## config.mk

```make
export PLATFORM = sky130hd
export DESIGN_NAME = timer_regs
export DESIGN_NICKNAME = d
export VERILOG_FILES = /design/src/hw/bus_pkg.sv /design/src/hw/periph_pkg.sv /design/src/hw/timer_regs.sv
export SDC_FILE = /design/constraint.sdc
export NUM_CORES = 1
export LEC_CHECK = 0
export BUFFER_PORTS_ARGS = -buffer_cell sky130_fd_sc_hd__buf_2
export CAP_MARGIN = 20
export CORE_MARGIN = 2
export CORE_UTILIZATION = 50
export CTS_BUF_LIST = sky130_fd_sc_hd__clkbuf_8
export CTS_CLUSTER_DIAMETER = 150
export DETAILED_ROUTE_END_ITERATION = 7
export PLACE_DENSITY_LB_ADDON = 0.25
export SLEW_MARGIN = 30
export SYNTH_ARGS = -nofsm -noshare
export SYNTH_HDL_FRONTEND = slang
export SYNTH_SLANG_ARGS = --single-unit
```

## constraint.sdc

```tcl
create_clock -name i_clock -period 4.35 [get_ports i_clock]
set_input_delay 0.87 -clock i_clock [delete_from_list [all_inputs] [get_ports i_clock]]
set_output_delay 0.87 -clock i_clock [all_outputs]
set_load 0.05 [all_outputs]
```

## src/hw/bus_pkg.sv

```systemverilog
package bus_pkg;

	localparam int ADDR_WIDTH = 32;
	localparam int DATA_WIDTH = 32;

	localparam int NUM_MASTERS = 3;
	localparam int NUM_SLAVES = 4;

	// Top address nibble picks the slave
	localparam int SLAVE_SEL_MSB = 31;
	localparam int SLAVE_SEL_LSB = 28;

	// Slave index per address nibble, nibbles 4 to F are unmapped
	localparam int SLAVE_RAM0 = 0;
	localparam int SLAVE_TIMER = 1;
	localparam int SLAVE_MBOX = 2;
	localparam int SLAVE_RAM1 = 3;

	// Wait cycles before a RAM answers
	localparam int RAM_WAIT = 2;

	// Who holds a slave until it answers
	typedef enum logic [1:0] {
		OWNER_NONE = 2'd0,
		OWNER_M0 = 2'd1,
		OWNER_M1 = 2'd2,
		OWNER_M2 = 2'd3
	} lock_owner_t;

endpackage

```

## src/hw/periph_pkg.sv

```systemverilog
package periph_pkg;

	// Timer word offsets, address bits 3 to 2
	typedef enum logic [1:0] {
		TIMER_COUNT = 2'd0,
		TIMER_COMPARE = 2'd1,
		TIMER_CONTROL = 2'd2,
		TIMER_STATUS = 2'd3
	} timer_reg_t;

	localparam int TIMER_ENABLE_BIT = 0;
	localparam int TIMER_MATCH_BIT = 0;

	// Mailbox word offsets, address bit 2
	typedef enum logic [0:0] {
		MBOX_DATA = 1'b0,
		MBOX_STATUS = 1'b1
	} mbox_reg_t;

	localparam int MBOX_DEPTH = 4;
	localparam int MBOX_COUNT_WIDTH = 3;

	// Status word layout
	localparam int MBOX_EMPTY_BIT = 4;
	localparam int MBOX_FULL_BIT = 5;
	localparam int MBOX_OVERFLOW_BIT = 8;

	// RAM sizes in words
	localparam int RAM0_WORDS = 256;
	localparam int RAM1_WORDS = 64;

endpackage

```

## src/hw/timer_regs.sv

```systemverilog
`timescale 1ns/1ps

module timer_regs import bus_pkg::*, periph_pkg::*; (
	input logic i_clock,
	input logic i_arst_n,
	input logic i_request,
	input logic i_rw,
	input logic [ADDR_WIDTH-1:0] i_address,
	input logic [DATA_WIDTH-1:0] i_wdata,
	output logic o_ready,
	output logic [DATA_WIDTH-1:0] o_rdata,
	output logic o_irq
);

	timer_reg_t reg_sel;

	logic [DATA_WIDTH-1:0] count;
	logic [DATA_WIDTH-1:0] compare;
	logic enable;
	logic match;
	logic access;
	logic write;
	logic [DATA_WIDTH-1:0] read_word;

	assign reg_sel = timer_reg_t'(i_address[3:2]);

	// One cycle of latency per access
	assign access = i_request && !o_ready;
	assign write = access && i_rw;

	assign o_irq = match;

	always_comb begin
		read_word = '0;
		case (reg_sel)
			TIMER_COUNT: read_word = count;
			TIMER_COMPARE: read_word = compare;
			TIMER_CONTROL: read_word[TIMER_ENABLE_BIT] = enable;
			TIMER_STATUS: read_word[TIMER_MATCH_BIT] = match;
			default: read_word = '0;
		endcase
	end

	always_ff @(posedge i_clock or negedge i_arst_n) begin
		if (!i_arst_n) begin
			o_ready <= 1'b0;
			count <= '0;
			compare <= '0;
			enable <= 1'b0;
			match <= 1'b0;
		end else begin
			o_ready <= access;

			if (enable) begin
				count <= count + 1'b1;
			end

			if (write && reg_sel == TIMER_COMPARE) begin
				compare <= i_wdata;
			end
			if (write && reg_sel == TIMER_CONTROL) begin
				enable <= i_wdata[TIMER_ENABLE_BIT];
			end

			// A new match wins over a clear in the same cycle
			if (enable && count == compare) begin
				match <= 1'b1;
			end else if (write && reg_sel == TIMER_STATUS && i_wdata[TIMER_MATCH_BIT]) begin
				match <= 1'b0;
			end
		end
	end

	always_ff @(posedge i_clock) begin
		if (access && !i_rw) begin
			o_rdata <= read_word;
		end
	end

endmodule

```

[Word-level counts from Yosys, hierarchy flattened]
Index checks and enable logic that the tools add are counted.
Cells by class
  add/subtract/negate cells: 1
  eq/ne operators: 4
  muxes and demuxes: 4
  reduce and logical (&&, ||, !) cells: 12
Operators by type and width (count)
  case mux 31 bit (2 select lines): 1
  adder 32 x 1 -> 32 bit (second input constant): 1
  == test 32 bit: 1
  logical AND 1 bit: 8
  == test 2 bit (second input constant): 2
  case mux 1 bit (4 select lines): 1
  == test 2 x 1 -> 1 bit (second input constant): 1
  logical NOT 1 bit: 2
  logical NOT 2 bit: 1
  2-to-1 mux 1 bit: 2
  nonzero test 2 bit: 1
Storage, ports and cells
  register bits: 99
  input port bits: 68
  output and inout port bits: 34
  logic and storage cells: 27

[Depth between registers and ports, before layout]
  depth in word-level cells: 7
  gate-level depth with buffers: 7
  mapped depth without buffers: 5

[Worst setup path after synthesis]
OpenSTA, ideal clock, no wires.
  kind: in2reg
  from: in i_request
  to: reg o_rdata[0], enable pin
  setup time: 0.425 ns
  data arrival time: 2.560 ns
  data required time: 3.925 ns
  path slack: 1.365 ns
  stages: 2
  buffers on the path: 0
  cells stage by stage: nor2b_1 nor2b_1
Between the ends
  cells in the longest elaborated chain, start to end: 2
RTL lines
  from (decl): RTL line timer_regs.sv:6  | input logic i_request,
  logical AND 1 bit: RTL line timer_regs.sv:28  | assign access = i_request && !o_ready;
  logical AND 1 bit: RTL line timer_regs.sv:75  | if (access && !i_rw) begin
  to (signal assigned): RTL line timer_regs.sv:76  | o_rdata <= read_word;
  to (decl): RTL line timer_regs.sv:11  | output logic [DATA_WIDTH-1:0] o_rdata,
Every way passes these cells.
A chain may end at the register's enable or synchronous reset.

[Worst setup path after layout]
  from: in i_address[2]
  to: reg compare[20]
Between the ends
  cells in the longest elaborated chain, start to end: 2
RTL lines
  from (decl): RTL line timer_regs.sv:8  | input logic [ADDR_WIDTH-1:0] i_address,
  == test 2 x 1 -> 1 bit: RTL line timer_regs.sv:58  | if (write && reg_sel == TIMER_COMPARE) begin
  logical AND 1 bit: RTL line timer_regs.sv:58
  to (signal assigned): RTL line timer_regs.sv:59  | compare <= i_wdata;
  to (decl): RTL line timer_regs.sv:18  | logic [DATA_WIDTH-1:0] compare;
Every way passes these cells.

==> reports/qor.csv <==
stage,metric,value,unit
power_and_ir_drop,sequential group share of total power,0.551,
hold_path,hold_sp,o_ready,
clock_network,worst-skew pair later-pin latency,360,ps
floorplanning,row cnt,34,
yosys,largest cells by area after synthesis,"dfrtp_1, edfxtp_1, mux2_2",
floorplanning,Die Area,0.00998,mm^2
global_routing,largest net degree at the start of global routing,46,
route,DR iter-0 viols,91,
run,max-cap viol count,0,
floorplanning,area of the core,0.00881,mm^2
clock_network,CTS tree,built,
layout,Area Overhead vs Synth,13.1,%
route,DRT Pass-1 Iters,4,
power_and_ir_drop,Max VDD drop,0.230,mV
layout,ant diodes,0,
critical_path,Worst Setup SP,i_address[2],
clock_network,CTS max path bufs,2,
placed_design,placer congestion estimate,0.859,
timing,Fin Setup TNS,0,ps
yosys,Yosys reg bits,99,
yosys,top cell type's share of synthesized area,0.365,
layout,layout cells sized above 1,0.309,
yosys,synthesized instance count,357,
critical_path,required time of the worst setup path,4600,ps
floorplanning,I/O pins,102,
route,max layer used,met4,
placed_design,Post-DP HPWL,6.18,mm
timing,fin crit share,0.532,
critical_path,"Max FO, Critical Path",34,
timing,setup violators final,0,
route,DR vias,2869,
floorplanning,Die Wd,99.9,um
yosys,Post-Syn Nets,426,
power_and_ir_drop,P_int,1.56,mW
critical_path,WS Path Type,primary input to flip-flop,
route,met1 WL,4.07,mm
power_and_ir_drop,Power Total,2.23,mW
yosys,Synth Flop Type,dfrtp_1,
clock_network,sinks on the clock net,99,
hold_path,Hold WC Path Type,flip-flop to flip-flop,
global_routing,first-pass GRT wire length,14.7,mm
route,routed wl met2,4.41,mm
power_and_ir_drop,Gate power share,0.188,
critical_path,Worst Setup Start Kind,primary input,
global_routing,total track usage,0.192,
timing,Final Hold Fails,0,
clock_network,Post-CTS Setup Inserts,0,
clock_network,"Hold-fix buffers, CTS",0,
critical_path,Worst R2R Start,o_ready,
yosys,syn_area_per_cell,12.9,um^2
power_and_ir_drop,pwr dens,428,mW/mm^2
placed_design,Post-DP Area,0.00501,mm^2
timing,clock skew,10.5,ps
clock_network,Post-CTS Resized,0,
clock_network,total CTS buffers,9,
clock_network,number of H-tree levels,3,
yosys,Yosys top cell by area,dfrtp_1,
route,total length of routed met3 wires,406,um
critical_path,crit path DAT,2560,ps
clock_network,root buffer cell,clkbuf_8,
timing,Final min period,2310,ps
route,DRC viols,0,
power_and_ir_drop,LEAKAGE,2.32,nW
route,Antenna Nets Post-Route,0,
yosys,Ys Warns,0,
route,routed length per instance,16.8,um
timing,RSZ-0062 raised after global routing,false,
global_routing,initial antenna violation count,0,
timing,Slew Limit Fails,0,
yosys,Post-synth EDFFs,32,
yosys,Netlist cell types,28,
layout,fin area,0.00520,mm^2
timing,worst slew pin tran,815,ps
critical_path,endpoint type of the worst setup path,flip-flop,
global_routing,GRT overflow,0,
timing,Max Fclk,0.433,GHz
global_routing,number of global-route vias before repair,2908,
route,DRT Wirelength,8.98,mm
yosys,async set-reset flop share out of synthesis,0.677,
timing,Worst slew margin,0.454,
clock_network,Clock transition at path regs,90,ps
placed_design,IO buf count,71,
outcome,status,"complete, no violations",
layout,Final nets,491,
floorplanning,initial core utilization,0.522,
power_and_ir_drop,clock share of power,0.261,
critical_path,FF-to-FF setup slack,2260,ps
power_and_ir_drop,sw frac,0.299,
floorplanning,chip height,99.9,um
yosys,Netlist Area Pre-Place,0.00460,mm^2
yosys,sequential cell area fraction in the yosys report,0.574,
route,drt via density,5.36,
power_and_ir_drop,Psw,665,uW
worst max-delay path, stage by stage:
cell and delay [ps]:
buf_2 80, buf_4 470, nand3_1 200, nor2_2 120, buf_4 410, mux2_2 390
final timing paths:
| check | end | cells past startpoint |
|---|---|---|
| max | compare[20] | 6 |
| min | o_ready | 1 |
| min in group asynchronous | compare[9] | 1 |
| min reg2reg | o_ready | 1 |
| max reg2reg | o_rdata[16] | 3 |
| max in group asynchronous | count[27] | 2 |
power groups by stage:
| stage | Sequential, mW | Clock (mW) | Combinational, mW |
|---|---|---|---|
| 5_1_grt | 1.25 | 0.630 | 0.464 |
| 2_1_floorplan | 1.26 | 0 | 0.279 |
| 3_3_place_gp | 1.24 | 0 | 0.416 |
| 3_5_place_dp | 1.25 | 0 | 0.423 |
| 6_report | 1.23 | 0.581 | 0.419 |
| 4_1_cts | 1.23 | 0.599 | 0.425 |
sequential cells by signal (all words and copies together) (netlist names):
signal	cells
o_ready	1
o_irq	1
enable	1
o_rdata	32
count	32
compare	32
final cells by class:
class	instances	area, um^2
well taps	108	135
multi-input cells	231	1830
inverters	6	22.5
fillers	740	3600
clock buffers	9	124
clock inverters	7	68.8
flip-flops and latches	99	2640
repair buffers	75	388
cells by family after synthesis:
logic type	share of synthesized area
fa+ha+maj	0.00272
mux	0.156
simple gates	0.115
compound gates	0.00218
flops	0.574
buf+inv	0.0302
xor+xnor	0.120
per-layer routing:
metal	GRT usage	up-vias
met5	0	-
met4	0.0580	0
met3	0.0439	6
met2	0.309	69
met1	0.264	1432
li1	-	1362
synth_stat cells (all sizes together) (6+ instances only):
| master | instances |
|---|---|
| xnor2 | 37 |
| nand3 | 11 |
| nor2 | 44 |
| dfrtp | 67 |
| mux2i | 31 |
| nand4 | 17 |
| edfxtp | 32 |
| mux2 | 34 |
| xor2 | 26 |
| inv | 6 |
| buf | 13 |
| clkbuf | 8 |
| nand2 | 7 |
placed cells by master, fill, tap and decap left out:
cell / netlist / routed
buf_2: 7 / 70
dfrtp_1: 67 / 67
nor2_1: 44 / 43
xnor2_1: 37 / 37
mux2_2: 34 / 34
edfxtp_1: 32 / 32
mux2i_1: 31 / 31
xor2_1: 26 / 26
nand4_1: 15 / 15
nand3_1: 11 / 11
clkbuf_8: 0 / 9
nand2_1: 7 / 7
inv_1: 6 / 7
buf_4: 5 / 5
and4_1: 4 / 4
nor4_1: 4 / 4
and2_1: 3 / 3
nor3_2: 3 / 3
and3_1: 2 / 2
nand4_4: 2 / 2
o21ai_0: 2 / 2
clkinv_2: 0 / 2
mux4_2: 1 / 1
nor2b_1: 2 / 1
nor2b_2: 0 / 1
nor2_2: 0 / 1
nand4b_1: 1 / 1
nor3_1: 1 / 1
ha_1: 1 / 1
clkinvlp_4: 0 / 1
clkinv_4: 0 / 1
bufinv_16: 0 / 1
inv_6: 0 / 1
metrics by stage:
stage,setup slack [ps],hold WS [ps],cells,util
6_report,2040,467,535,0.591
5_1_grt,1930,499,535,0.591
3_3_place_gp,1680,441,519,0.568
4_1_cts,1990,471,535,0.591
2_1_floorplan,1360,481,357,-
3_5_place_dp,1610,456,519,0.569
No activity file was read; power rests on OpenSTA's default activity.
