**src/hw/bus_pkg.sv**
```systemverilog
package bus_pkg;

	localparam int ADDR_WIDTH = 32;
	localparam int DATA_WIDTH = 32;

	localparam int NUM_MASTERS = 3;
	localparam int NUM_SLAVES = 4;

	// Top address nibble picks the slave
	localparam int SLAVE_SEL_MSB = 31;
	localparam int SLAVE_SEL_LSB = 28;

	// Slave index per address nibble, nibbles 4 to F are unmapped
	localparam int SLAVE_RAM0 = 0;
	localparam int SLAVE_TIMER = 1;
	localparam int SLAVE_MBOX = 2;
	localparam int SLAVE_RAM1 = 3;

	// Wait cycles before a RAM answers
	localparam int RAM_WAIT = 2;

	// Who holds a slave until it answers
	typedef enum logic [1:0] {
		OWNER_NONE = 2'd0,
		OWNER_M0 = 2'd1,
		OWNER_M1 = 2'd2,
		OWNER_M2 = 2'd3
	} lock_owner_t;

endpackage

```
**src/hw/periph_pkg.sv**
```systemverilog
package periph_pkg;

	// Timer word offsets, address bits 3 to 2
	typedef enum logic [1:0] {
		TIMER_COUNT = 2'd0,
		TIMER_COMPARE = 2'd1,
		TIMER_CONTROL = 2'd2,
		TIMER_STATUS = 2'd3
	} timer_reg_t;

	localparam int TIMER_ENABLE_BIT = 0;
	localparam int TIMER_MATCH_BIT = 0;

	// Mailbox word offsets, address bit 2
	typedef enum logic [0:0] {
		MBOX_DATA = 1'b0,
		MBOX_STATUS = 1'b1
	} mbox_reg_t;

	localparam int MBOX_DEPTH = 4;
	localparam int MBOX_COUNT_WIDTH = 3;

	// Status word layout
	localparam int MBOX_EMPTY_BIT = 4;
	localparam int MBOX_FULL_BIT = 5;
	localparam int MBOX_OVERFLOW_BIT = 8;

	// RAM sizes in words
	localparam int RAM0_WORDS = 256;
	localparam int RAM1_WORDS = 64;

endpackage

```
**src/hw/mailbox_fifo.sv**
```systemverilog
`timescale 1ns/1ps

module mailbox_fifo import bus_pkg::*, periph_pkg::*; (
	input logic i_clock,
	input logic i_arst_n,
	input logic i_request,
	input logic i_rw,
	input logic [ADDR_WIDTH-1:0] i_address,
	input logic [DATA_WIDTH-1:0] i_wdata,
	output logic o_ready,
	output logic [DATA_WIDTH-1:0] o_rdata
);

	localparam int PTR_WIDTH = $clog2(MBOX_DEPTH);

	mbox_reg_t reg_sel;

	logic [DATA_WIDTH-1:0] entries [MBOX_DEPTH];

	logic [PTR_WIDTH-1:0] wr_ptr;
	logic [PTR_WIDTH-1:0] rd_ptr;
	logic [MBOX_COUNT_WIDTH-1:0] count;
	logic overflow;
	logic empty;
	logic full;
	logic access;
	logic push;
	logic pop;
	logic [DATA_WIDTH-1:0] status_word;

	assign reg_sel = mbox_reg_t'(i_address[2]);

	assign access = i_request && !o_ready;
	assign push = access && i_rw && reg_sel == MBOX_DATA;
	assign pop = access && !i_rw && reg_sel == MBOX_DATA;

	assign empty = count == '0;
	assign full = count == MBOX_COUNT_WIDTH'(MBOX_DEPTH);

	always_comb begin
		status_word = '0;
		status_word[MBOX_COUNT_WIDTH-1:0] = count;
		status_word[MBOX_EMPTY_BIT] = empty;
		status_word[MBOX_FULL_BIT] = full;
		status_word[MBOX_OVERFLOW_BIT] = overflow;
	end

	always_ff @(posedge i_clock or negedge i_arst_n) begin
		if (!i_arst_n) begin
			o_ready <= 1'b0;
			wr_ptr <= '0;
			rd_ptr <= '0;
			count <= '0;
			overflow <= 1'b0;
		end else begin
			o_ready <= access;

			if (push && !full) begin
				wr_ptr <= wr_ptr + 1'b1;
				count <= count + 1'b1;
			end else if (pop && !empty) begin
				rd_ptr <= rd_ptr + 1'b1;
				count <= count - 1'b1;
			end

			// Sticky until software writes status
			if (push && full) begin
				overflow <= 1'b1;
			end else if (access && i_rw && reg_sel == MBOX_STATUS) begin
				overflow <= 1'b0;
			end
		end
	end

	always_ff @(posedge i_clock) begin
		if (push && !full) begin
			entries[wr_ptr] <= i_wdata;
		end

		if (access && !i_rw) begin
			if (reg_sel == MBOX_STATUS) begin
				o_rdata <= status_word;
			end else if (empty) begin
				o_rdata <= '0;
			end else begin
				o_rdata <= entries[rd_ptr];
			end
		end
	end

endmodule

```
**config.mk**
```make
export PLATFORM = sky130hd
export DESIGN_NAME = mailbox_fifo
export DESIGN_NICKNAME = d
export VERILOG_FILES = /design/src/hw/bus_pkg.sv /design/src/hw/periph_pkg.sv /design/src/hw/mailbox_fifo.sv
export SDC_FILE = /design/constraint.sdc
export NUM_CORES = 1
export LEC_CHECK = 0
export BUFFER_PORTS_ARGS = -buffer_cell sky130_fd_sc_hd__buf_2
export CORE_MARGIN = 4
export CORE_UTILIZATION = 40
export CTS_CLUSTER_SIZE = 12
export DETAILED_ROUTE_END_ITERATION = 7
export GPL_ROUTABILITY_DRIVEN = 1
export HOLD_SLACK_MARGIN = 0.12
export SETUP_SLACK_MARGIN = 0.4
export SYNTH_ARGS = -nofsm -noshare
export SYNTH_HDL_FRONTEND = slang
export SYNTH_SLANG_ARGS = --single-unit
```
**constraint.sdc**
```tcl
create_clock -name i_clock -period 2.1 [get_ports i_clock]
set_input_delay 0.315 -clock i_clock [delete_from_list [all_inputs] [get_ports i_clock]]
set_output_delay 0.315 -clock i_clock [all_outputs]
set_load 0.01 [all_outputs]
```
* Word level (Yosys, flattened, before mapping)
Memories as Yosys holds them, arrays and structs flattened. Cells that the tools add are included.
Word-level totals: bits in registers 41, RAM bits 128, output and inout bits 33, logic and storage cells 41, memories 1
Cells by class: add/subtract/negate cells 4, eq/ne operators 1, multiplexer cells 8, bitwise gates (word level) 2, reductions and logical operators 18
Memory list:
- entries | depth 4, width 32, rd ports 1, clocked after Yosys merged registers in 0, wr ports 1, RTL line mailbox_fifo.sv:18 | logic [DATA_WIDTH-1:0] entries [MBOX_DEPTH];
Operators with widths (number):
- 9-bit two-way mux | 2
- 1-bit logical AND | 9
- 3-bit two-way mux | 2
- 2-bit by 1-bit adder with 2-bit output (second input constant) | 2
- 1-bit logical NOT | 4
- 1-bit two-way mux | 4
- 2-bit nonzero test | 2
- 3-bit by 1-bit adder with 3-bit output (second input constant) | 1
- 3-bit equality test (second input constant) | 1
- 3-bit logical NOT | 1
- 3-bit by 1-bit subtractor with 3-bit output (second input constant) | 1
- 1-bit NOT | 2
- 2-bit AND reduction | 1
- 2-bit OR reduction | 1

* Depth between registers and ports, before layout
word-level depth 7, gate-level depth with buffers 8, depth with buffers taken out 7

* Worst setup path before layout
Ideal clock, no wire load.
path kind register to register, start reg o_ready, end mem entries[0][0] (enable), setup time 392 ps, arrival 1859 ps, path slack -151 ps, cell stages (with the launch flop) 4, buffers on the path 0, period minus slack after synthesis 2251 ps, cells stage by stage dfrtp_1 > nand4bb_1 > nor2_2 > and2_1
On the way: cells in the longest elaborated chain, start to end 7
Ends and longest elaborated chain:
- start, declared | RTL line mailbox_fifo.sv:10 | output logic o_ready,
- start signal, assigned | RTL line mailbox_fifo.sv:56 | o_ready <= access;
- 1-bit logical NOT | RTL line mailbox_fifo.sv:33 | assign access = i_request && !o_ready;
- 1-bit logical AND | RTL line mailbox_fifo.sv:33
- 1-bit logical AND (2 in a row) | RTL line mailbox_fifo.sv:34 | assign push = access && i_rw && reg_sel == MBOX_DATA;
- 1-bit logical AND | RTL line mailbox_fifo.sv:76 | if (push && !full) begin
- 1-bit two-way mux | RTL line mailbox_fifo.sv:76
- 1-bit two-way mux (implied by the code) | RTL line mailbox_fifo.sv:77 | entries[wr_ptr] <= i_wdata;
- end, declared | RTL line mailbox_fifo.sv:18
No other way between the ends.

* Worst setup path after layout
start reg count[0], end reg count[2]
On the way: cells in the longest elaborated chain, start to end 4, elaborated cells on any way between the ends 11
Ends and longest elaborated chain:
- start, declared | RTL line mailbox_fifo.sv:22 | logic [MBOX_COUNT_WIDTH-1:0] count;
- start signal, assigned | RTL line mailbox_fifo.sv:60 | count <= count + 1'b1;
- start signal, assigned | RTL line mailbox_fifo.sv:63 | count <= count - 1'b1;
- parallel branches: the longest is 4 deep, another holds 3-bit by 1-bit subtractor with 3-bit output
Parallel ways; which one is timed is not known. The select of a mux whose other input is x is not followed. A chain may end at the register's enable or synchronous reset.

==> results.json <==
{
  "top_layer_used": "met4",
  "number_of_placement_rows": 46,
  "ys_warn_count": 0,
  "design.die.area_mm2": 0.0181,
  "worst_hold_path_type": "input pin to flop",
  "crit_path_end_kind": "flop",
  "ys_top_cells_by_area": "sky130_fd_sc_hd__edfxtp_1, sky130_fd_sc_hd__mux4_2, sky130_fd_sc_hd__dfrtp_1, sky130_fd_sc_hd__and2_1, sky130_fd_sc_hd__ha_1",
  "p_leak_nw": 2.95,
  "timing.setup.tns_ns": 0,
  "critPathRequiredTime_ns": 2.45,
  "async_reset_ff_share_pct": 5.33,
  "worst-slew-pin-transition_ns": 0.308,
  "detail_route.wl_per_cell_um": 19.2,
  "met1_length_mm": 5.25,
  "grt_first_pass_wirelength_mm": 19.1,
  "synth.top_cell.area_share_pct": 75.0,
  "drcViolationCount": 0,
  "finalWorstSetupSlack_ns": 0.373,
  "maxClockFrequency_ghz": 0.579,
  "vias_in_the_first_global_route": 3477,
  "fp.coreArea_mm2": 0.0158,
  "synth_enable_flop_cells": 160,
  "detail_route.vias_per_cell": 4.88,
  "synth_top_family_by_area": "multiplexers",
  "p_switching_mw": 2.31,
  "total_via_count_after_detailed_routing": 3217,
  "pin_count_of_the_biggest_net_entering_global_routing": 26,
  "power-per-cell-area_mw_per_mm2": 1120,
  "setup_viol": 0,
  "clkSinkCount": 169,
  "yosys.area_share.xor_xnor_pct": 0.683,
  "finalMaxSlewViolations": 0,
  "maxCapViolCount": 0,
  "clk_pin_slew_ns": 0.06,
  "met3_length_um": 611,
  "ys_dominant_reg_cell": "sky130_fd_sc_hd__edfxtp_1",
  "clock_insertion_delay_at_the_later_pin_of_the_skew_report_ns": 0.42,
  "run_status": "finished, final reports clean",
  "routed_wirelength_mm": 12.6,
  "post_route_cells_drive_above_1_share_pct": 41.6,
  "detailedPlacementHpwl_mm": 7.42,
  "final_period_minus_worst_setup_slack_ns": 1.73,
  "syn_inst": 290,
  "crit_path_max_fanout": 5,
  "numPortBuffers": 69,
  "gr-total-overflow": 0,
  "timing.setup.critical_path_class": "flop to flop",
  "synth_area_in_adders_pct": 0.976,
  "drt_pass1_iterations": 4,
  "first_iter_violations": 180,
  "fraction_of_power_consumed_by_the_clock_network_pct": 32.6,
  "cp-start-kind": "flop",
  "timing.reg2reg.worst_path_depth": 7,
  "initial_utilization_pct": 40.6,
  "worst_slew_margin_rel_pct": 79.5,
  "p_sw_share_pct": 24.5,
  "max-clock-path-buffers": 2,
  "finish.net_count": 504,
  "synth.cells.most_frequent": "sky130_fd_sc_hd__edfxtp_1, sky130_fd_sc_hd__mux4_2, sky130_fd_sc_hd__and2_1",
  "die_height_um": 135,
  "p_int_mw": 7.13,
  "yosysUniqueCellTypes": 35,
  "num-fill-cells": 1276,
  "synth_simple_gate_area_share_pct": 4.96,
  "postRouteAntennaNets": 0,
  "cts.htree.levels": 4,
  "synth_fp_nets": 363,
  "synth_compound_area_share_pct": 1.68,
  "min_delay_path_depth": 1,
  "clock_tree_from_tritoncts": "built",
  "root_buffer": "sky130_fd_sc_hd__clkbuf_16",
  "antenna_found_initial": 1,
  "die_w_um": 135,
  "avgSynthCellArea_um2": 22.1,
  "ioPinCount": 101,
  "most_repeated_cell_in_the_gate_level_netlist_after_synthesis": "sky130_fd_sc_hd__edfxtp_1",
  "grt_util_all_layers_pct": 14.2,
  "synth_area_mm2": 0.00641,
  "number_of_cts_inserted_buffers": 17,
  "vdd_ir_drop_max_uv": 587,
  "min_period_over_period_pct": 82.3,
  "met2_length_mm": 6.66,
  "postSynthRegisterBits": 169,
  "rsz0062_at_grt": "true",
  "synthDominantAreaCellType": "sky130_fd_sc_hd__edfxtp_1",
  "layout-area-overhead-vs-synth_pct": 31.2,
  "gp_congestion": 0.671,
  "muxShareOfSynthArea_pct": 11.8,
  "placement.setup.worst_slack_ns": 0.280,
  "worst_clock_skew_ns": 0.00908,
  "part_of_the_power_in_combinational_logic_pct": 23.0,
  "synth_seq_area_share_pct": 78.5,
  "cp_data_arrival_time_ns": 2.07,
  "hold_violations": 0,
  "power_frac_seq_pct": 44.4
}
[cell type report]
type	count	area (um^2)	area share, %
Clock buffer	19	433	5.15
Tap cell	216	270	3.22
Antenna cell	1	2.50	0.0298
Inverter	4	17.5	0.208
Sequential cell	169	5040	59.9
Clock inverter	11	148	1.76
Timing Repair Buffer	137	1160	13.8
Multi-Input combinational cell	102	1340	15.9
[worst max-delay path, stage by stage (launching register included)]
cell and delay (ns):
sky130_fd_sc_hd__dfrtp_2 0.43, sky130_fd_sc_hd__nor3b_4 0.25, sky130_fd_sc_hd__nor2_4 0.08, sky130_fd_sc_hd__xnor2_2 0.13
sky130_fd_sc_hd__ha_2 0.20, sky130_fd_sc_hd__or3_1 0.30, sky130_fd_sc_hd__nor4_1 0.14, sky130_fd_sc_hd__nand4b_1 0.13
[cell usage in the layout, fill, tap and decap left out, drive strengths merged, types with 3 or more instances in the layout]
master and instances:
mux4 32, dlygate4sd3 32, clkinvlp 3, ha 5
and2 30, mux2 3, dfrtp 9, xor2 3
clkinv 3, buf 100, a22o 5, edfxtp 160
a31oi 3, inv 6, clkbuf 24, bufinv 3
[what timing repair did]
action / CTS / global route
resized for setup: 7 / 12
setup buffers: 2 / 6
endpoints found under the setup margin: 121 / 105
cloned: 0 / 5
pin swaps: 1 / 3
hold buffers: 32 / 0
hold endpoints to repair: 130 / 0
[kinds of logic (layout without fill, tap and decap cells)]
logic type      Yosys count  count (layout)
simple gates             46              46
xor+xnor                  5               5
fa+ha+maj                 5               5
flops                   169             169
other cells               0               1
mux                      35              35
buf+inv                  19             171
compound gates           11              11
[per-stage QoR]
stage | hold WS, ns | cell area (um^2) | cells | power (mW) | util [%]
2_1_floorplan | 0.0194 | 6450 | 290 | 5.58 | -
3_3_place_gp | 0.184 | 7260 | 583 | 6.13 | 46.0
3_5_place_dp | 0.192 | 7260 | 583 | 6.16 | 46.0
4_1_cts | 0.120 | 8190 | 647 | 9.35 | 52.0
5_1_grt | 0.123 | 8410 | 659 | 9.91 | 53.3
6_report | 0.141 | 8410 | 659 | 9.44 | 53.3
[sequential cells by signal (all words and copies together), names as in the netlist]
name	count
count	3
rd_ptr	2
entries	128
o_rdata	32
o_ready	1
overflow	1
wr_ptr	2
[per-layer routing]
metal / GRT usage [%] / vias to the layer above
met5: 0 / -
met4: 4.41 / 0
met3: 4.25 / 14
met2: 23.8 / 72
met1: 18.1 / 1670
li1: - / 1461
[path summary, 6_finish.rpt]
| kind | start | end | slack [ns] |
|---|---|---|---|
| max | count[0] | count[2] | 0.37 |
| min | i_wdata[6] | entries[0][6] | 0.14 |
| max reg2reg | count[0] | count[2] | 0.37 |
| min reg2reg | o_ready | o_ready | 0.55 |
| max in group asynchronous | i_arst_n | rd_ptr[1] | 1.57 |
| min in group asynchronous | i_arst_n | count[2] | 0.30 |
[power by group through the flow]
stage / Combinational, mW / Sequential, mW / Clock [mW]
finish: 2.17 / 4.19 / 3.08
CTS: 1.98 / 4.21 / 3.15
detailed placement: 1.87 / 4.29 / 0
floorplan: 1.42 / 4.17 / 0
global placement: 1.85 / 4.28 / 0
global route: 2.38 / 4.22 / 3.31
(Power assumes the default switching activity.)
