<file path="config.mk">
export PLATFORM = sky130hd
export DESIGN_NAME = bus_crossbar
export DESIGN_NICKNAME = d
export VERILOG_FILES = /design/src/hw/bus_pkg.sv /design/src/hw/bus_crossbar.sv
export SDC_FILE = /design/constraint.sdc
export NUM_CORES = 1
export LEC_CHECK = 0
export BUFFER_PORTS_ARGS = -buffer_cell sky130_fd_sc_hd__buf_2
export CELL_PAD_IN_SITES_DETAIL_PLACEMENT = 1
export CELL_PAD_IN_SITES_GLOBAL_PLACEMENT = 1
export CORE_AREA = 2 2 271 273
export DETAILED_ROUTE_END_ITERATION = 16
export DIE_AREA = 0 0 273 275
export PLACE_DENSITY = 0.59
export SKIP_CTS_REPAIR_TIMING = 1
export SLEW_MARGIN = 10
export SYNTH_ARGS = -nofsm -noshare
export SYNTH_HDL_FRONTEND = slang
export SYNTH_SLANG_ARGS = --single-unit
</file>
<file path="constraint.sdc">
create_clock -name i_clock -period 3.4 [get_ports i_clock]
set_input_delay 0.34 -clock i_clock [delete_from_list [all_inputs] [get_ports i_clock]]
set_output_delay 0.34 -clock i_clock [all_outputs]
set_load 0.01 [all_outputs]
</file>
<file path="src/hw/bus_pkg.sv">
package bus_pkg;

	localparam int ADDR_WIDTH = 32;
	localparam int DATA_WIDTH = 32;

	localparam int NUM_MASTERS = 3;
	localparam int NUM_SLAVES = 4;

	// Top address nibble picks the slave
	localparam int SLAVE_SEL_MSB = 31;
	localparam int SLAVE_SEL_LSB = 28;

	// Slave index per address nibble, nibbles 4 to F are unmapped
	localparam int SLAVE_RAM0 = 0;
	localparam int SLAVE_TIMER = 1;
	localparam int SLAVE_MBOX = 2;
	localparam int SLAVE_RAM1 = 3;

	// Wait cycles before a RAM answers
	localparam int RAM_WAIT = 2;

	// Who holds a slave until it answers
	typedef enum logic [1:0] {
		OWNER_NONE = 2'd0,
		OWNER_M0 = 2'd1,
		OWNER_M1 = 2'd2,
		OWNER_M2 = 2'd3
	} lock_owner_t;

endpackage

</file>
<file path="src/hw/bus_crossbar.sv">
`timescale 1ns/1ps

module bus_crossbar import bus_pkg::*; (
	input logic i_clock,
	input logic i_arst_n,

	// Master side
	input logic [NUM_MASTERS-1:0] i_m_request,
	input logic [NUM_MASTERS-1:0] i_m_rw,
	input logic [ADDR_WIDTH-1:0] i_m_address [NUM_MASTERS],
	input logic [DATA_WIDTH-1:0] i_m_wdata [NUM_MASTERS],
	output logic [NUM_MASTERS-1:0] o_m_ready,
	output logic [DATA_WIDTH-1:0] o_m_rdata [NUM_MASTERS],

	// Slave side
	output logic [NUM_SLAVES-1:0] o_s_request,
	output logic [NUM_SLAVES-1:0] o_s_rw,
	output logic [ADDR_WIDTH-1:0] o_s_address [NUM_SLAVES],
	output logic [DATA_WIDTH-1:0] o_s_wdata [NUM_SLAVES],
	input logic [NUM_SLAVES-1:0] i_s_ready,
	input logic [DATA_WIDTH-1:0] i_s_rdata [NUM_SLAVES]
);

	localparam int SEL_WIDTH = SLAVE_SEL_MSB - SLAVE_SEL_LSB + 1;
	localparam int MIDX_WIDTH = $clog2(NUM_MASTERS);

	lock_owner_t lock [NUM_SLAVES];
	lock_owner_t next_lock [NUM_SLAVES];

	// Bit m set when master m requests slave s
	logic [NUM_MASTERS-1:0] slave_hit [NUM_SLAVES];

	logic [NUM_SLAVES-1:0] grant_valid;
	logic [MIDX_WIDTH-1:0] grant_idx [NUM_SLAVES];

	always_comb begin
		for (int s = 0; s < NUM_SLAVES; s++) begin
			for (int m = 0; m < NUM_MASTERS; m++) begin
				slave_hit[s][m] = i_m_request[m] &&
					(i_m_address[m][SLAVE_SEL_MSB:SLAVE_SEL_LSB] == SEL_WIDTH'(s));
			end
		end
	end

	// Lock owner first, otherwise lowest numbered requester
	always_comb begin
		for (int s = 0; s < NUM_SLAVES; s++) begin
			grant_valid[s] = 1'b0;
			grant_idx[s] = '0;
			if (lock[s] != OWNER_NONE) begin
				grant_idx[s] = MIDX_WIDTH'(lock[s] - 1);
				grant_valid[s] = slave_hit[s][grant_idx[s]];
			end else begin
				for (int m = NUM_MASTERS - 1; m >= 0; m--) begin
					if (slave_hit[s][m]) begin
						grant_valid[s] = 1'b1;
						grant_idx[s] = MIDX_WIDTH'(m);
					end
				end
			end
		end
	end

	always_comb begin
		for (int m = 0; m < NUM_MASTERS; m++) begin
			o_m_ready[m] = 1'b0;
			o_m_rdata[m] = '0;
		end

		for (int s = 0; s < NUM_SLAVES; s++) begin
			o_s_request[s] = 1'b0;
			o_s_rw[s] = 1'b0;
			o_s_address[s] = '0;
			o_s_wdata[s] = '0;
			next_lock[s] = OWNER_NONE;

			if (grant_valid[s]) begin
				o_s_request[s] = 1'b1;
				o_s_rw[s] = i_m_rw[grant_idx[s]];
				o_s_address[s] = i_m_address[grant_idx[s]];
				o_s_wdata[s] = i_m_wdata[grant_idx[s]];

				o_m_ready[grant_idx[s]] = i_s_ready[s];
				o_m_rdata[grant_idx[s]] = i_s_rdata[s];

				// Hold until the slave answers
				if (!i_s_ready[s]) begin
					next_lock[s] = lock_owner_t'(grant_idx[s] + 1'b1);
				end
			end
		end
	end

	always_ff @(posedge i_clock or negedge i_arst_n) begin
		if (!i_arst_n) begin
			for (int s = 0; s < NUM_SLAVES; s++) begin
				lock[s] <= OWNER_NONE;
			end
		end else begin
			for (int s = 0; s < NUM_SLAVES; s++) begin
				lock[s] <= next_lock[s];
			end
		end
	end

endmodule

</file>
; ---- Yosys cells after proc, flatten, opt, wreduce, memory -nomap -nowiden
; Index checks and enable logic that the tools add are counted.
[classes]
eq_ne = 9
mux = 126
bitwise = 6
add_sub_neg = 8
magnitude_cmp = 20
n_reduce_logical = 27
[ops]
columns = cell, n
row1 = 32-bit 2-to-1 mux, 28
row2 = 32-bit binary-select mux with 2-bit select, 8
row3 = 96-bit 2-to-1 mux, 4
row4 = 96-bit bitwise mux, 3
row5 = 32-bit demux with 2-bit select, 4
row6 = 96-bit AND, 1
row7 = 2-bit 2-to-1 mux, 24
row8 = 1-bit 2-to-1 mux, 36
row9 = "4-bit by 2-bit == test with 1-bit output, second input constant", 6
row10 = "2-bit by 3-bit less-than comparator with 1-bit output, second input constant", 8
row11 = 1-bit logical AND, 20
row12 = 1-bit binary-select mux with 2-bit select, 8
row13 = "4-bit by 1-bit == test with 1-bit output, second input constant", 3
row14 = "3-bit greater-or-equal comparator, second input constant", 4
row15 = 4-bit logical NOT, 3
row16 = "3-bit by 1-bit less-than comparator with 1-bit output, second input constant", 4
row17 = 3-bit 2-to-1 mux, 4
row18 = 2-bit NOT with 3-bit output, 4
row19 = 3-bit bitwise mux, 3
row20 = "2-bit by 1-bit adder with 2-bit output, second input constant", 4
row21 = 1-bit demux with 2-bit select, 4
row22 = "2-bit by 1-bit greater-or-equal comparator with 1-bit output, second input constant", 4
row23 = 2-bit nonzero test, 4
row24 = "2-bit by 1-bit subtractor with 2-bit output, second input constant", 4
row25 = 3-bit AND, 1
[word_totals]
elab_cells = 200
reg_bits = 8
out_inout_bits = 363

; ---- Longest topological paths before layout
; Gate-level depths: netlist of run 1.
[depth]
depth_word = 19
ltp_mapped = 14
depth_no_buf = 11

; ---- Worst setup path before layout of run 1
; OpenSTA, ideal clock, no wires.
[synth_timing]
path_kind = register -> output
start = register lock[0] in the netlist's numbering
end = output o_m_rdata[35] in the netlist's numbering
path_stages_with_launch = 13
path_buffers = 3
t_arrival_ps = 2847
path_slack_ps = 213
required_time_ps = 3060
cell_sequence = dfrtp_1 -> inv_1 -> ha_1 -> o2111ai_1 -> o21ai_1 -> clkbuf_1 -> clkbuf_1 -> ha_1 -> o21ai_0 -> o211ai_1 -> clkbuf_1 -> o22ai_1 -> a31oi_1
[synth_lines]
columns = element, line_no
row1 = from (decl), bus_crossbar.sv:27  ; lock_owner_t lock [NUM_SLAVES];
row2 = "from (signal, indexed assignment)", bus_crossbar.sv:101  ; lock[s] <= next_lock[s];
row3 = to (decl), bus_crossbar.sv:13  ; output logic [DATA_WIDTH-1:0] o_m_rdata [NUM_MASTERS],

==> parameters.txt, run 1 <==
Parameter                              Value

Die
  Area of the die    ~75000 um2
  Die X    273 um
  Number of placement rows    ~100
  Floorplan die height    275 um
  Starting density of the core    approximately 14%
  Count of boundary I/O pins    approximately 700
  Core Footprint    72300 um2

Outcome
  Result of the run    finished, final reports clean

Route
  Detailed-route via count    around 15000
  Post-detailed-route wirelength per cell    ~25 um
  Remaining design rule violation count    0
  Post-detailed-routing wire length    75700 um
  Routed vias/inst    ~5.1
  First-pass detailed-route iteration total    5
  Initial DRC Count    between 800 and 900
  Count of antenna-violating nets left after detailed routing    0

Setup path
  Arrival time worst endpoint    2960 ps
  Critical Path Sink Type    output pin
  Kind of start point of the critical path    register
  Critical path fanouts, max    13
  Critical path type    reg2out
  Data required time of the worst path    3060 ps

Timing
  Slew at the pin with the worst max-slew slack    1060 ps
  Final hold violations    0
  Highest Clock Rate    around 300 MHz
  Worst slew margin relative to its limit    29.4%
  Max-slew violation count    0
  Number of endpoints failing setup at the final stage    0
  Setup skew after layout    approximately 0.23 ps
  Post-route clock period utilization    between 90% and 100%
  Final critical delay including setup and external delays    3300 ps

Synth
  Async set-reset flop share out of synthesis    100%
  Syn. warnings    0
  Average instance area after synthesis    7.02 um2
  Gate count after technology mapping    about 1400
  Proportion of netlist area held by the largest area contributor    between 20% and 30%
  Cell type with the highest aggregate area in the netlist    mux2_2
  Sequential element share of the synthesized area    under 10%
  Post-synth cell types    between 60 and 70
  Post-synth top flop    dfrtp_1
  Area contributors post-synth    mux2_2 (21%), a22oi_1 (14%), nor2_1 (7.3%)
  EDFF count, synth    0
  Total standard cell area after synthesis    approximately 9900 um2
  Flip-flop and latch count after synthesis    8

Global route
  Pin count of the biggest net entering global routing    65
  Global Route Usage Sum    18.5%
  Number of global-route vias before repair    roughly 16000
  Remaining global-route overflow    0
  First-pass GRT wire length    about 110000 um
  Antenna violations before repair    11

CTS
  Cell at the root of the clock tree    clkbuf_16
  Clock buffer count from CTS    3
  CTS tree    built
  Clk Latency, worst-skew pair    240 ps
  Sink count of the clock tree    8
  H-tree levels    1
  Max Buffers Root-to-Sink    2
  Clock transition time at the flip-flop clock pins of the worst setup and hold paths    40 ps

Run
  Number of max-capacitance violations reported    0

Placed design
  GP Congestion    ~0.87
  Number of buffer cells added on primary ports    682
  Estimated wirelength of the detail-placed design    58000 um

Layout
  Regs by FF count    lock (8)
  Synth-to-layout area growth    55.7%
  Largest register FFs    8
  Register containing the most flip-flops in the final layout    lock
  Post-Route Utilization    21.2%
  Layout cells sized above 1    about 52%
  Final nets    about 2400

Power and ir drop
  Total Power    around 2.2 mW
  Highest ir drop seen on vdd    ~0.12 mV
  Leak pwr    7.20 nW
  Power density over the cells    143 nW/um2

Min path
  Type of the worst min-delay path    in2reg
-- critical path, cell delays in order, from the launching register on --
cell and delay [ps]:
dfrtp_2 420, inv_2 90, ha_4 290, nor2_1 50, a31o_2 230, inv_2 150, ha_1 190, o21ai_0 90
o211ai_1 210, buf_4 160, buf_4 130, buf_6 200, o22ai_1 110, a31oi_1 210, buf_2 190
-- where the power goes --
part	switching, mW	internal (mW)
logic	1.06	0.835
clock network	0.0576	0.153
registers	0.00197	0.0974
-- area by class of cell --
| class | instances | area [um2] |
|---|---|---|
| well taps | 959 | 1200 |
| diodes | 5 | 12.5 |
| inverters | 26 | 97.6 |
| flip-flops and latches | 8 | 203 |
| repair buffers | 795 | 4750 |
| fillers | 9005 | 57000 |
| multi-input cells | 1198 | 9010 |
| clock buffers | 3 | 75.1 |
-- metal layers --
layer | share of wire, % | vias to the layer above | wire [um] | global-route usage, %
met3 | 6.4 | 104 | 4880 | 3.33
met2 | 51 | 724 | 38300 | 34.2
met4 | 2.1 | 8 | 1570 | 4.14
met1 | 41 | 7613 | 30900 | 22.1
li1 | - | 6794 | - | -
met5 | 0.071 | - | 54 | 0
-- cell usage in the layout, fill, tap and decap left out, types with 4 or more instances in the layout --
cell type / synthesis / routed
inv_1: 22 / 21
o221a_2: 30 / 30
dfrtp_1: 8 / 6
buf_4: 13 / 73
nand2_1: 76 / 76
mux2i_1: 61 / 61
inv_2: 4 / 5
conb_1: 1 / 12
o21a_1: 5 / 5
nand4_1: 34 / 34
a31oi_1: 70 / 67
nor3_1: 67 / 67
a21oi_1: 5 / 4
mux2_2: 183 / 183
a2bb2oi_1: 61 / 61
nor2_4: 1 / 4
a22oi_1: 186 / 183
ha_1: 14 / 12
buf_2: 51 / 682
nand3_1: 37 / 37
diode_2: 0 / 5
o21ai_4: 0 / 4
buf_12: 0 / 36
clkbuf_16: 0 / 5
o22ai_1: 69 / 67
a221o_1: 33 / 33
nor2_1: 192 / 189
-- path summary, 6_finish.rpt --
check	from	end	slack (ps)	depth (start not counted)
setup / recovery	lock[0]	o_m_rdata[35]	100	14
hold / removal	i_s_ready[3]	lock[0]	350	2
setup reg to reg	lock[6]	lock[7]	1220	7
hold reg to reg	lock[0]	lock[1]	810	4
max in group asynchronous	i_arst_n	lock[6]	2650	2
min in group asynchronous	i_arst_n	lock[1]	520	2
-- through the flow --
stage | TNS [ps] | hold slack [ps] | cell area (um2) | std cells | worst slack (ps)
after CTS | -6930 | -35.3 | 15100 | 2973 | -243
after floorplan | 0 | 44.4 | 9900 | 1415 | 213
after detailed placement | -9.57 | 215 | 15100 | 2970 | -9.57
after global placement | 0 | 212 | 15100 | 2970 | 19.0
after global routing | -137 | 372 | 15300 | 2993 | -38.2
final | 0 | 355 | 15400 | 2994 | 95.2
-- logic make-up (layout without fill, tap and decap cells) --
group | count (synthesis) | after routing | synth area share [%]
simple gates | 431 | 431 | 20.2
flops | 8 | 8 | 2.03
buf+inv | 209 | 824 | 9.60
other cells | 1 | 17 | 0.0380
compound gates | 497 | 497 | 39.3
fa+ha+maj | 14 | 14 | 1.78
mux | 244 | 244 | 27.1
-- cell usage after synthesis (4+ instances only) --
cell         n
o21a_1       5
nor3_1      67
o21ai_1      4
a21oi_1      5
mux2i_1     61
dfrtp_1      8
clkbuf_1   107
mux2_2     183
a221o_1     33
o221a_2     30
o22ai_1     69
buf_4       13
nand2_1     76
a31oi_1     70
nor2_1     192
a2bb2oi_1   61
nand3_1     37
a22oi_1    186
buf_1        6
inv_2        4
and2_1       4
ha_1        14
buf_2       51
inv_1       22
nand4_1     34
Note: power is estimated with default switching activity, not from simulation.
==> inputs of run 2 (changes only) <==
--- a/config.mk
+++ b/config.mk
@@ -6,12 +6,10 @@
 export NUM_CORES = 1
 export LEC_CHECK = 0
 export BUFFER_PORTS_ARGS = -buffer_cell sky130_fd_sc_hd__buf_2
-export CELL_PAD_IN_SITES_DETAIL_PLACEMENT = 1
-export CELL_PAD_IN_SITES_GLOBAL_PLACEMENT = 1
-export CORE_AREA = 2 2 271 273
+export CORE_AREA = 2 2 270 272
 export DETAILED_ROUTE_END_ITERATION = 16
-export DIE_AREA = 0 0 273 275
-export PLACE_DENSITY = 0.59
+export DIE_AREA = 0 0 272 274
+export PLACE_DENSITY = 0.47
 export SKIP_CTS_REPAIR_TIMING = 1
 export SLEW_MARGIN = 10
 export SYNTH_ARGS = -nofsm -noshare
==> run 2 against run 1 <==
  * Clock power down 6%
  * Final cell count down 0.33%
  * Non-clock buffer count down 8
  * Die area down 0.73%
  * Via count up 1.2%
  * Clock skew about the same
  * Critical path depth unchanged
  * Sequential cell count unchanged
  * Design area down 0.66%
  * Global-route usage down 0.22 points
  * Count of clock-buffer cells in the layout unchanged
  * Combinational power about the same
  * Critical path type is now in2out
  * Largest cell class unchanged
==> parameters.txt, run 2 (synthesis gave the netlist of run 1 again) <==
Parameter                              Value

Outcome
  Result of the run    finished, final reports clean (unchanged)

Min path
  Worst hold path stage count    2 (unchanged)
  Type of the worst min-delay path    in2reg (unchanged)
  Launch point of the worst hold path    i_s_ready[1] (was i_s_ready[3])
  Hold Path End    lock[5] (was lock[0])

Timing
  Final critical delay including setup and external delays    3310 ps (was 3300 ps)
  Final hold violations    0 (unchanged)
  Slew at the pin with the worst max-slew slack    954 ps (was 1060 ps)
  Post-route clock period utilization    97.4% (was 97.2%)
  Hold Worst Slack    402 ps (was 355 ps)
  Worst slew margin relative to its limit    36.1% (was 29.4%)
  Setup skew after layout    0.110 ps (was 0.233 ps)
  Worst path setup slack after routing    89.4 ps (was 95.2 ps)
  Number of endpoints failing setup at the final stage    0 (unchanged)
  Max-slew violation count    0 (unchanged)
  Highest Clock Rate    302 MHz (was 303 MHz)

Die
  Area of the die    74500 um2 (was 75100 um2)
  Number of placement rows    99 (unchanged)
  Count of boundary I/O pins    695 (unchanged)
  Core Footprint    72000 um2 (was 72300 um2)
  Floorplan die height    274 um (was 275 um)
  Die X    272 um (was 273 um)
  Starting density of the core    13.7% (was 13.6%)

Setup path
  Kind of start point of the critical path    input pin (was register)
  Critical Path Sink Type    output pin (unchanged)
  Worst r2r src    lock[4] (was lock[6])
  R2r setup slk    1080 ps (was 1220 ps)
  Critical path type    in2out (was reg2out)
  Critical path fanouts, max    5 (was 13)
  Arrival time worst endpoint    2970 ps (was 2960 ps)
  Number of cells on the worst reg-to-reg path    9 (was 7)
  Capture point of the worst reg-to-reg path    lock[4] (was lock[7])
  Data required time of the worst path    3060 ps (about the same)

Run
  Number of max-capacitance violations reported    0 (unchanged)

Route
  Routed vias/inst    5.17 (was 5.09)
  Initial DRC Count    1171 (was 883)
  Count of antenna-violating nets left after detailed routing    0 (unchanged)
  Post-detailed-routing wire length    74200 um (was 75700 um)
  Detailed-route via count    15400 (was 15200)
  First-pass detailed-route iteration total    7 (was 5)
  Remaining design rule violation count    0 (unchanged)
  Post-detailed-route wirelength per cell    24.9 um (was 25.3 um)

Layout
  Register containing the most flip-flops in the final layout    lock (unchanged)
  Most common cell after layout, fill and taps aside    buf_2 (unchanged)
  Footprint of the flip-flops and latches    201 um2 (was 203 um2)
  Area occupied by multi-input gates    9000 um2 (was 9010 um2)
  FILL cells    8266 (was 9005)
  Final standard cell count with taps included and fillers excluded    2984 (was 2994)
  Final nets    2370 (was 2378)
  Regs by FF count    lock (8) (unchanged)
  Layout cells sized above 1    51.8% (was 52.3%)
  Synth-to-layout area growth    54.7% (was 55.7%)
  Post-Route Utilization    21.2% (about the same)
  Most frequent cells in the layout    buf_2 (682), nor2_1 (189), a22oi_1 (184), mux2_2 (183), nand2_1 (76) (was buf_2 (682), nor2_1 (189), mux2_2 (183), a22oi_1 (183), nand2_1 (76))
  Largest register FFs    8 (unchanged)

Power and ir drop
  Leak pwr    7.16 nW (was 7.20 nW)
  Power density over the cells    143 nW/um2 (about the same)
  Highest ir drop seen on vdd    0.127 mV (was 0.124 mV)
  Total Power    2.18 mW (was 2.20 mW)

Global route
  Antenna violations before repair    5 (was 11)
  Number of global-route vias before repair    14900 (was 15600)
  Global Route Usage Sum    18.3% (was 18.5%)
  Remaining global-route overflow    0 (unchanged)
  First-pass GRT wire length    104000 um (was 107000 um)
  Pin count of the biggest net entering global routing    65 (unchanged)

CTS
  Clk Latency, worst-skew pair    230 ps (was 240 ps)
  Sink count of the clock tree    8 (unchanged)
  Max Buffers Root-to-Sink    2 (unchanged)
  CTS tree    built (unchanged)
  Clock transition time at the flip-flop clock pins of the worst setup and hold paths    30 ps (was 40 ps)
  H-tree levels    1 (unchanged)
  Clock buffer count from CTS    3 (unchanged)
  Cell at the root of the clock tree    clkbuf_16 (unchanged)

Placed design
  Placed insts    2972 (was 2970)
  Setup slack after placement    79.2 ps (was -9.57 ps)
  Number of buffer cells added on primary ports    682 (unchanged)
  Estimated wirelength of the detail-placed design    56900 um (was 58000 um)
  GP Congestion    0.949 (was 0.867)
## run 2: where the power goes
| part | leakage [nW] | switching [mW] | internal (mW) |
|---|---|---|---|
| sequential | 0.109 | 0.00174 | 0.0975 |
| combinational | 7.01 | 1.06 | 0.820 |
| clock | 0.0370 | 0.0465 | 0.152 |
| total | 7.16 | 1.11 | 1.07 |
## run 2: through the flow
stage / area (um2) / TNS [ps]
2_1_floorplan: 9900 / 0
3_3_place_gp: 15100 / 0
3_5_place_dp: 15100 / 0
4_1_cts: 15100 / -7080
5_1_grt: 15300 / -32.2
6_report: 15300 / 0
## run 2: worst max path at each step
stage	start	endpoint	slack, ps	cells after the start
after floorplan	lock[0]	o_m_rdata[35]	210	12
after global placement	i_m_address[61]	o_m_rdata[64]	120	13
after detailed placement	i_m_request[0]	o_m_rdata[64]	80	12
after CTS	lock[2]	o_m_rdata[64]	-190	12
after global routing	lock[0]	o_m_rdata[91]	-20	9
final	i_m_address[92]	o_m_rdata[53]	90	14
## run 2: final cells by class
class | instances | share of cell area (%)
tap | 959 | 7.87
sequential | 8 | 1.32
multi-input combinational | 1198 | 59.0
timing repair buffer | 787 | 30.6
clock buffer | 3 | 0.492
antenna | 3 | 0.0492
inverter | 26 | 0.656
## run 2: critical path, cell delays in order
cell and delay, ps:
buf_2 130, or4b_1 680, o22ai_2 270, o22ai_4 140, clkinv_2 120, ha_1 150, o21a_1 150, o211ai_1 100
buf_4 160, buf_4 150, buf_6 140, o22ai_1 180, a31oi_1 90, buf_2 170
## run 2: layer usage
metal / global-route usage, % / wire, um / share of wire (%)
met1: 21.7 / 28900 / 39
met2: 33.3 / 37000 / 50
met3: 2.85 / 5570 / 7.5
met4: 6.22 / 2800 / 3.8
met5: 0 / 27 / 0.036
==> inputs of run 3 (changes only) <==
--- a/config.mk
+++ b/config.mk
@@ -6,10 +6,10 @@
 export NUM_CORES = 1
 export LEC_CHECK = 0
 export BUFFER_PORTS_ARGS = -buffer_cell sky130_fd_sc_hd__buf_2
-export CORE_AREA = 2 2 270 272
+export CORE_AREA = 10 10 262 264
 export DETAILED_ROUTE_END_ITERATION = 16
 export DIE_AREA = 0 0 272 274
-export PLACE_DENSITY = 0.47
+export PLACE_DENSITY = 0.5
 export SKIP_CTS_REPAIR_TIMING = 1
 export SLEW_MARGIN = 10
 export SYNTH_ARGS = -nofsm -noshare
==> run 3 against run 2 <==
  * First-iteration DRC count grew 1.2%
  * Design area down 2.0%
  * Maximum frequency increased by 0.63%
  * Register-to-register slack got worse by 100 ps
  * Die area unchanged
  * Clock power increased by 6%
  * Critical path depth down 5
  * Global-route usage is 0.33 points higher
  * Critical path type is now reg2out
==> parameters.txt, run 3 (synthesis gave the netlist of run 1 again) <==
Parameter                              Value

Route
  Detailed-route via count    15400 (about the same)
  Post-detailed-route wirelength per cell    26.3 um (was 24.9 um)
  First-pass detailed-route iteration total    5 (was 7)
  Post-detailed-routing wire length    75300 um (was 74200 um)
  Count of antenna-violating nets left after detailed routing    0 (unchanged)
  Remaining design rule violation count    0 (unchanged)
  Initial DRC Count    1185 (was 1171)
  Routed vias/inst    5.36 (was 5.17)

Die
  Count of boundary I/O pins    695 (unchanged)
  Starting density of the core    15.5% (was 13.7%)
  Floorplan die height    274 um (unchanged)
  Number of placement rows    93 (was 99)
  Area of the die    74500 um2 (unchanged)
  Die X    272 um (unchanged)
  Core Footprint    63600 um2 (was 72000 um2)

Run
  Number of max-capacitance violations reported    0 (unchanged)

CTS
  Sink count of the clock tree    8 (unchanged)
  Max Buffers Root-to-Sink    2 (unchanged)
  Clk Latency, worst-skew pair    240 ps (was 230 ps)
  CTS tree    built (unchanged)
  H-tree levels    1 (unchanged)
  Cell at the root of the clock tree    clkbuf_16 (unchanged)
  Clock transition time at the flip-flop clock pins of the worst setup and hold paths    40 ps (was 30 ps)
  Clock buffer count from CTS    3 (unchanged)

Power and ir drop
  Highest ir drop seen on vdd    0.114 mV (was 0.127 mV)
  Total Power    2.16 mW (was 2.18 mW)
  Leak pwr    7.06 nW (was 7.16 nW)
  Power density over the cells    144 nW/um2 (was 143 nW/um2)

Setup path
  R2r setup slk    980 ps (was 1080 ps)
  Critical Path Sink Type    output pin (unchanged)
  Critical path, cell by cell    inv_1 > ha_1 > nand3_1 > o22ai_4 > clkbuf_16 > mux2_2 > a22oi_1 > nor2_1 > buf_2 (was buf_2 > or4b_1 > o22ai_2 > o22ai_4 > clkinv_2 > ha_1 > o21a_1 > o211ai_1 > buf_4 > buf_4 > buf_6 > o22ai_1 > a31oi_1 > buf_2)
  Critical path type    reg2out (was in2out)
  CP Buf/Inv Count    3 (was 6)
  Data required time of the worst path    3060 ps (about the same)
  Maximum single-stage delay on the critical path    410 ps (was 680 ps)
  Critical path fanouts, max    62 (was 5)
  Number of cells on the worst reg-to-reg path    8 (was 9)
  CP max-delay cell    dfrtp_1 (was or4b_1)
  Cell type group with the largest total delay on the critical path    buffers and inverters (was compound AO/OA/AOI/OAI gates)
  Capture point of the worst reg-to-reg path    lock[2] (was lock[4])
  Arrival time worst endpoint    2950 ps (was 2970 ps)
  Worst r2r src    lock[2] (was lock[4])
  Number of stages on the worst setup path    9 (was 14)
  Kind of start point of the critical path    register (was input pin)

Layout
  Final nets    2355 (was 2370)
  Most frequent cells in the layout    buf_2 (682), nor2_1 (189), mux2_2 (183), a22oi_1 (182), nand2_1 (76) (was buf_2 (682), nor2_1 (189), a22oi_1 (184), mux2_2 (183), nand2_1 (76))
  Layout cells sized above 1    51.6% (was 51.8%)
  Register containing the most flip-flops in the final layout    lock (unchanged)
  Post-route standard cell area excluding fillers    15000 um2 (was 15300 um2)
  Most common cell after layout, fill and taps aside    buf_2 (unchanged)
  Regs by FF count    lock (8) (unchanged)
  Final standard cell count with taps included and fillers excluded    2866 (was 2984)
  Largest register FFs    8 (unchanged)
  FILL cells    7214 (was 8266)
  Synth-to-layout area growth    51.7% (was 54.7%)
  Post-Route Utilization    23.5% (was 21.2%)

Timing
  Setup TNS    0 ps (unchanged)
  Worst slew margin relative to its limit    42.9% (was 36.1%)
  Highest Clock Rate    304 MHz (was 302 MHz)
  Final hold violations    0 (unchanged)
  Setup skew after layout    3.55 ps (was 0.110 ps)
  Slew at the pin with the worst max-slew slack    855 ps (was 954 ps)
  RSZ-0062 raised after global routing    yes
  Number of endpoints failing setup at the final stage    0 (unchanged)
  Post-route clock period utilization    96.8% (was 97.4%)
  Final critical delay including setup and external delays    3290 ps (was 3310 ps)
  Max-slew violation count    0 (unchanged)

Global route
  Global Route Usage Sum    18.6% (was 18.3%)
  Number of global-route vias before repair    15700 (was 14900)
  Remaining global-route overflow    0 (unchanged)
  Antenna violations before repair    10 (was 5)
  First-pass GRT wire length    108000 um (was 104000 um)
  Pin count of the biggest net entering global routing    67 (was 65)

Placed design
  Number of buffer cells added on primary ports    682 (unchanged)
  Placed insts    2856 (was 2972)
  Estimated wirelength of the detail-placed design    58400 um (was 56900 um)
  Placed Instance Area    14800 um2 (was 15100 um2)
  GP Congestion    0.975 (was 0.949)

Min path
  Launch point of the worst hold path    i_s_ready[2] (was i_s_ready[1])
  Type of the worst min-delay path    in2reg (unchanged)
  Worst hold path stage count    2 (unchanged)
  Hold Path End    lock[3] (was lock[5])

Outcome
  Result of the run    finished, final reports clean (unchanged)
## run 3: changes by cell type in the layout (fill, tap and decap cells not counted), sizes merged
cell and delta:
inv +1, diode +1, buf -15, clkinv -1
## run 3: final cells by class
class                   instances  area, um2  area share (%)
well taps                     855       1070            7.15
repair buffers                772       4500            30.1
multi-input cells            1198       9000            60.2
diodes                          4       10.0          0.0669
clock buffers                   3       75.1           0.502
flip-flops and latches          8        200            1.34
inverters                      26       98.8           0.661
## run 3: how the worst max path moves through the flow
stage,startpoint,endpoint,slack (ps)
after floorplan,lock[0],o_m_rdata[35],210
after global placement,i_m_address[95],o_s_wdata[89],100
after detailed placement,i_m_address[95],o_s_wdata[89],120
after CTS,lock[2],o_m_rdata[82],-60
after global routing,lock[4],o_s_address[89],-10
final,lock[4],o_s_wdata[93],110
## run 3: worst register-to-register path: cells and delay by family (launching register included)
family | cells | cell delay [ps]
AND/OR/NAND/NOR | 1 | 140
flip-flops | 1 | 390
AO/OA/AOI/OAI | 3 | 420
buffers and inverters | 3 | 1010
adder cells (fa/ha/maj) | 1 | 300
## run 3: power breakdown
group	total, mW	internal, mW	switching, mW
Combinational	1.85	0.806	1.04
Sequential	0.0991	0.0973	0.00179
Clock	0.210	0.153	0.0569
## run 3: through the flow
step	setup WS (ps)	hold slack (ps)
after floorplan	213	44.4
after global placement	96.7	239
after detailed placement	119	240
after CTS	-63.0	-11.1
after global routing	-12.9	399
final	110	388
## run 3: routing by layer
metal | vias up | track usage [%] | part of all wire (%)
met1 | 7509 | 21.6 | 39
li1 | 6762 | - | -
met5 | - | 0 | 0.073
met3 | 149 | 4.23 | 8.5
met2 | 945 | 33.4 | 50
met4 | 8 | 5.96 | 3.2
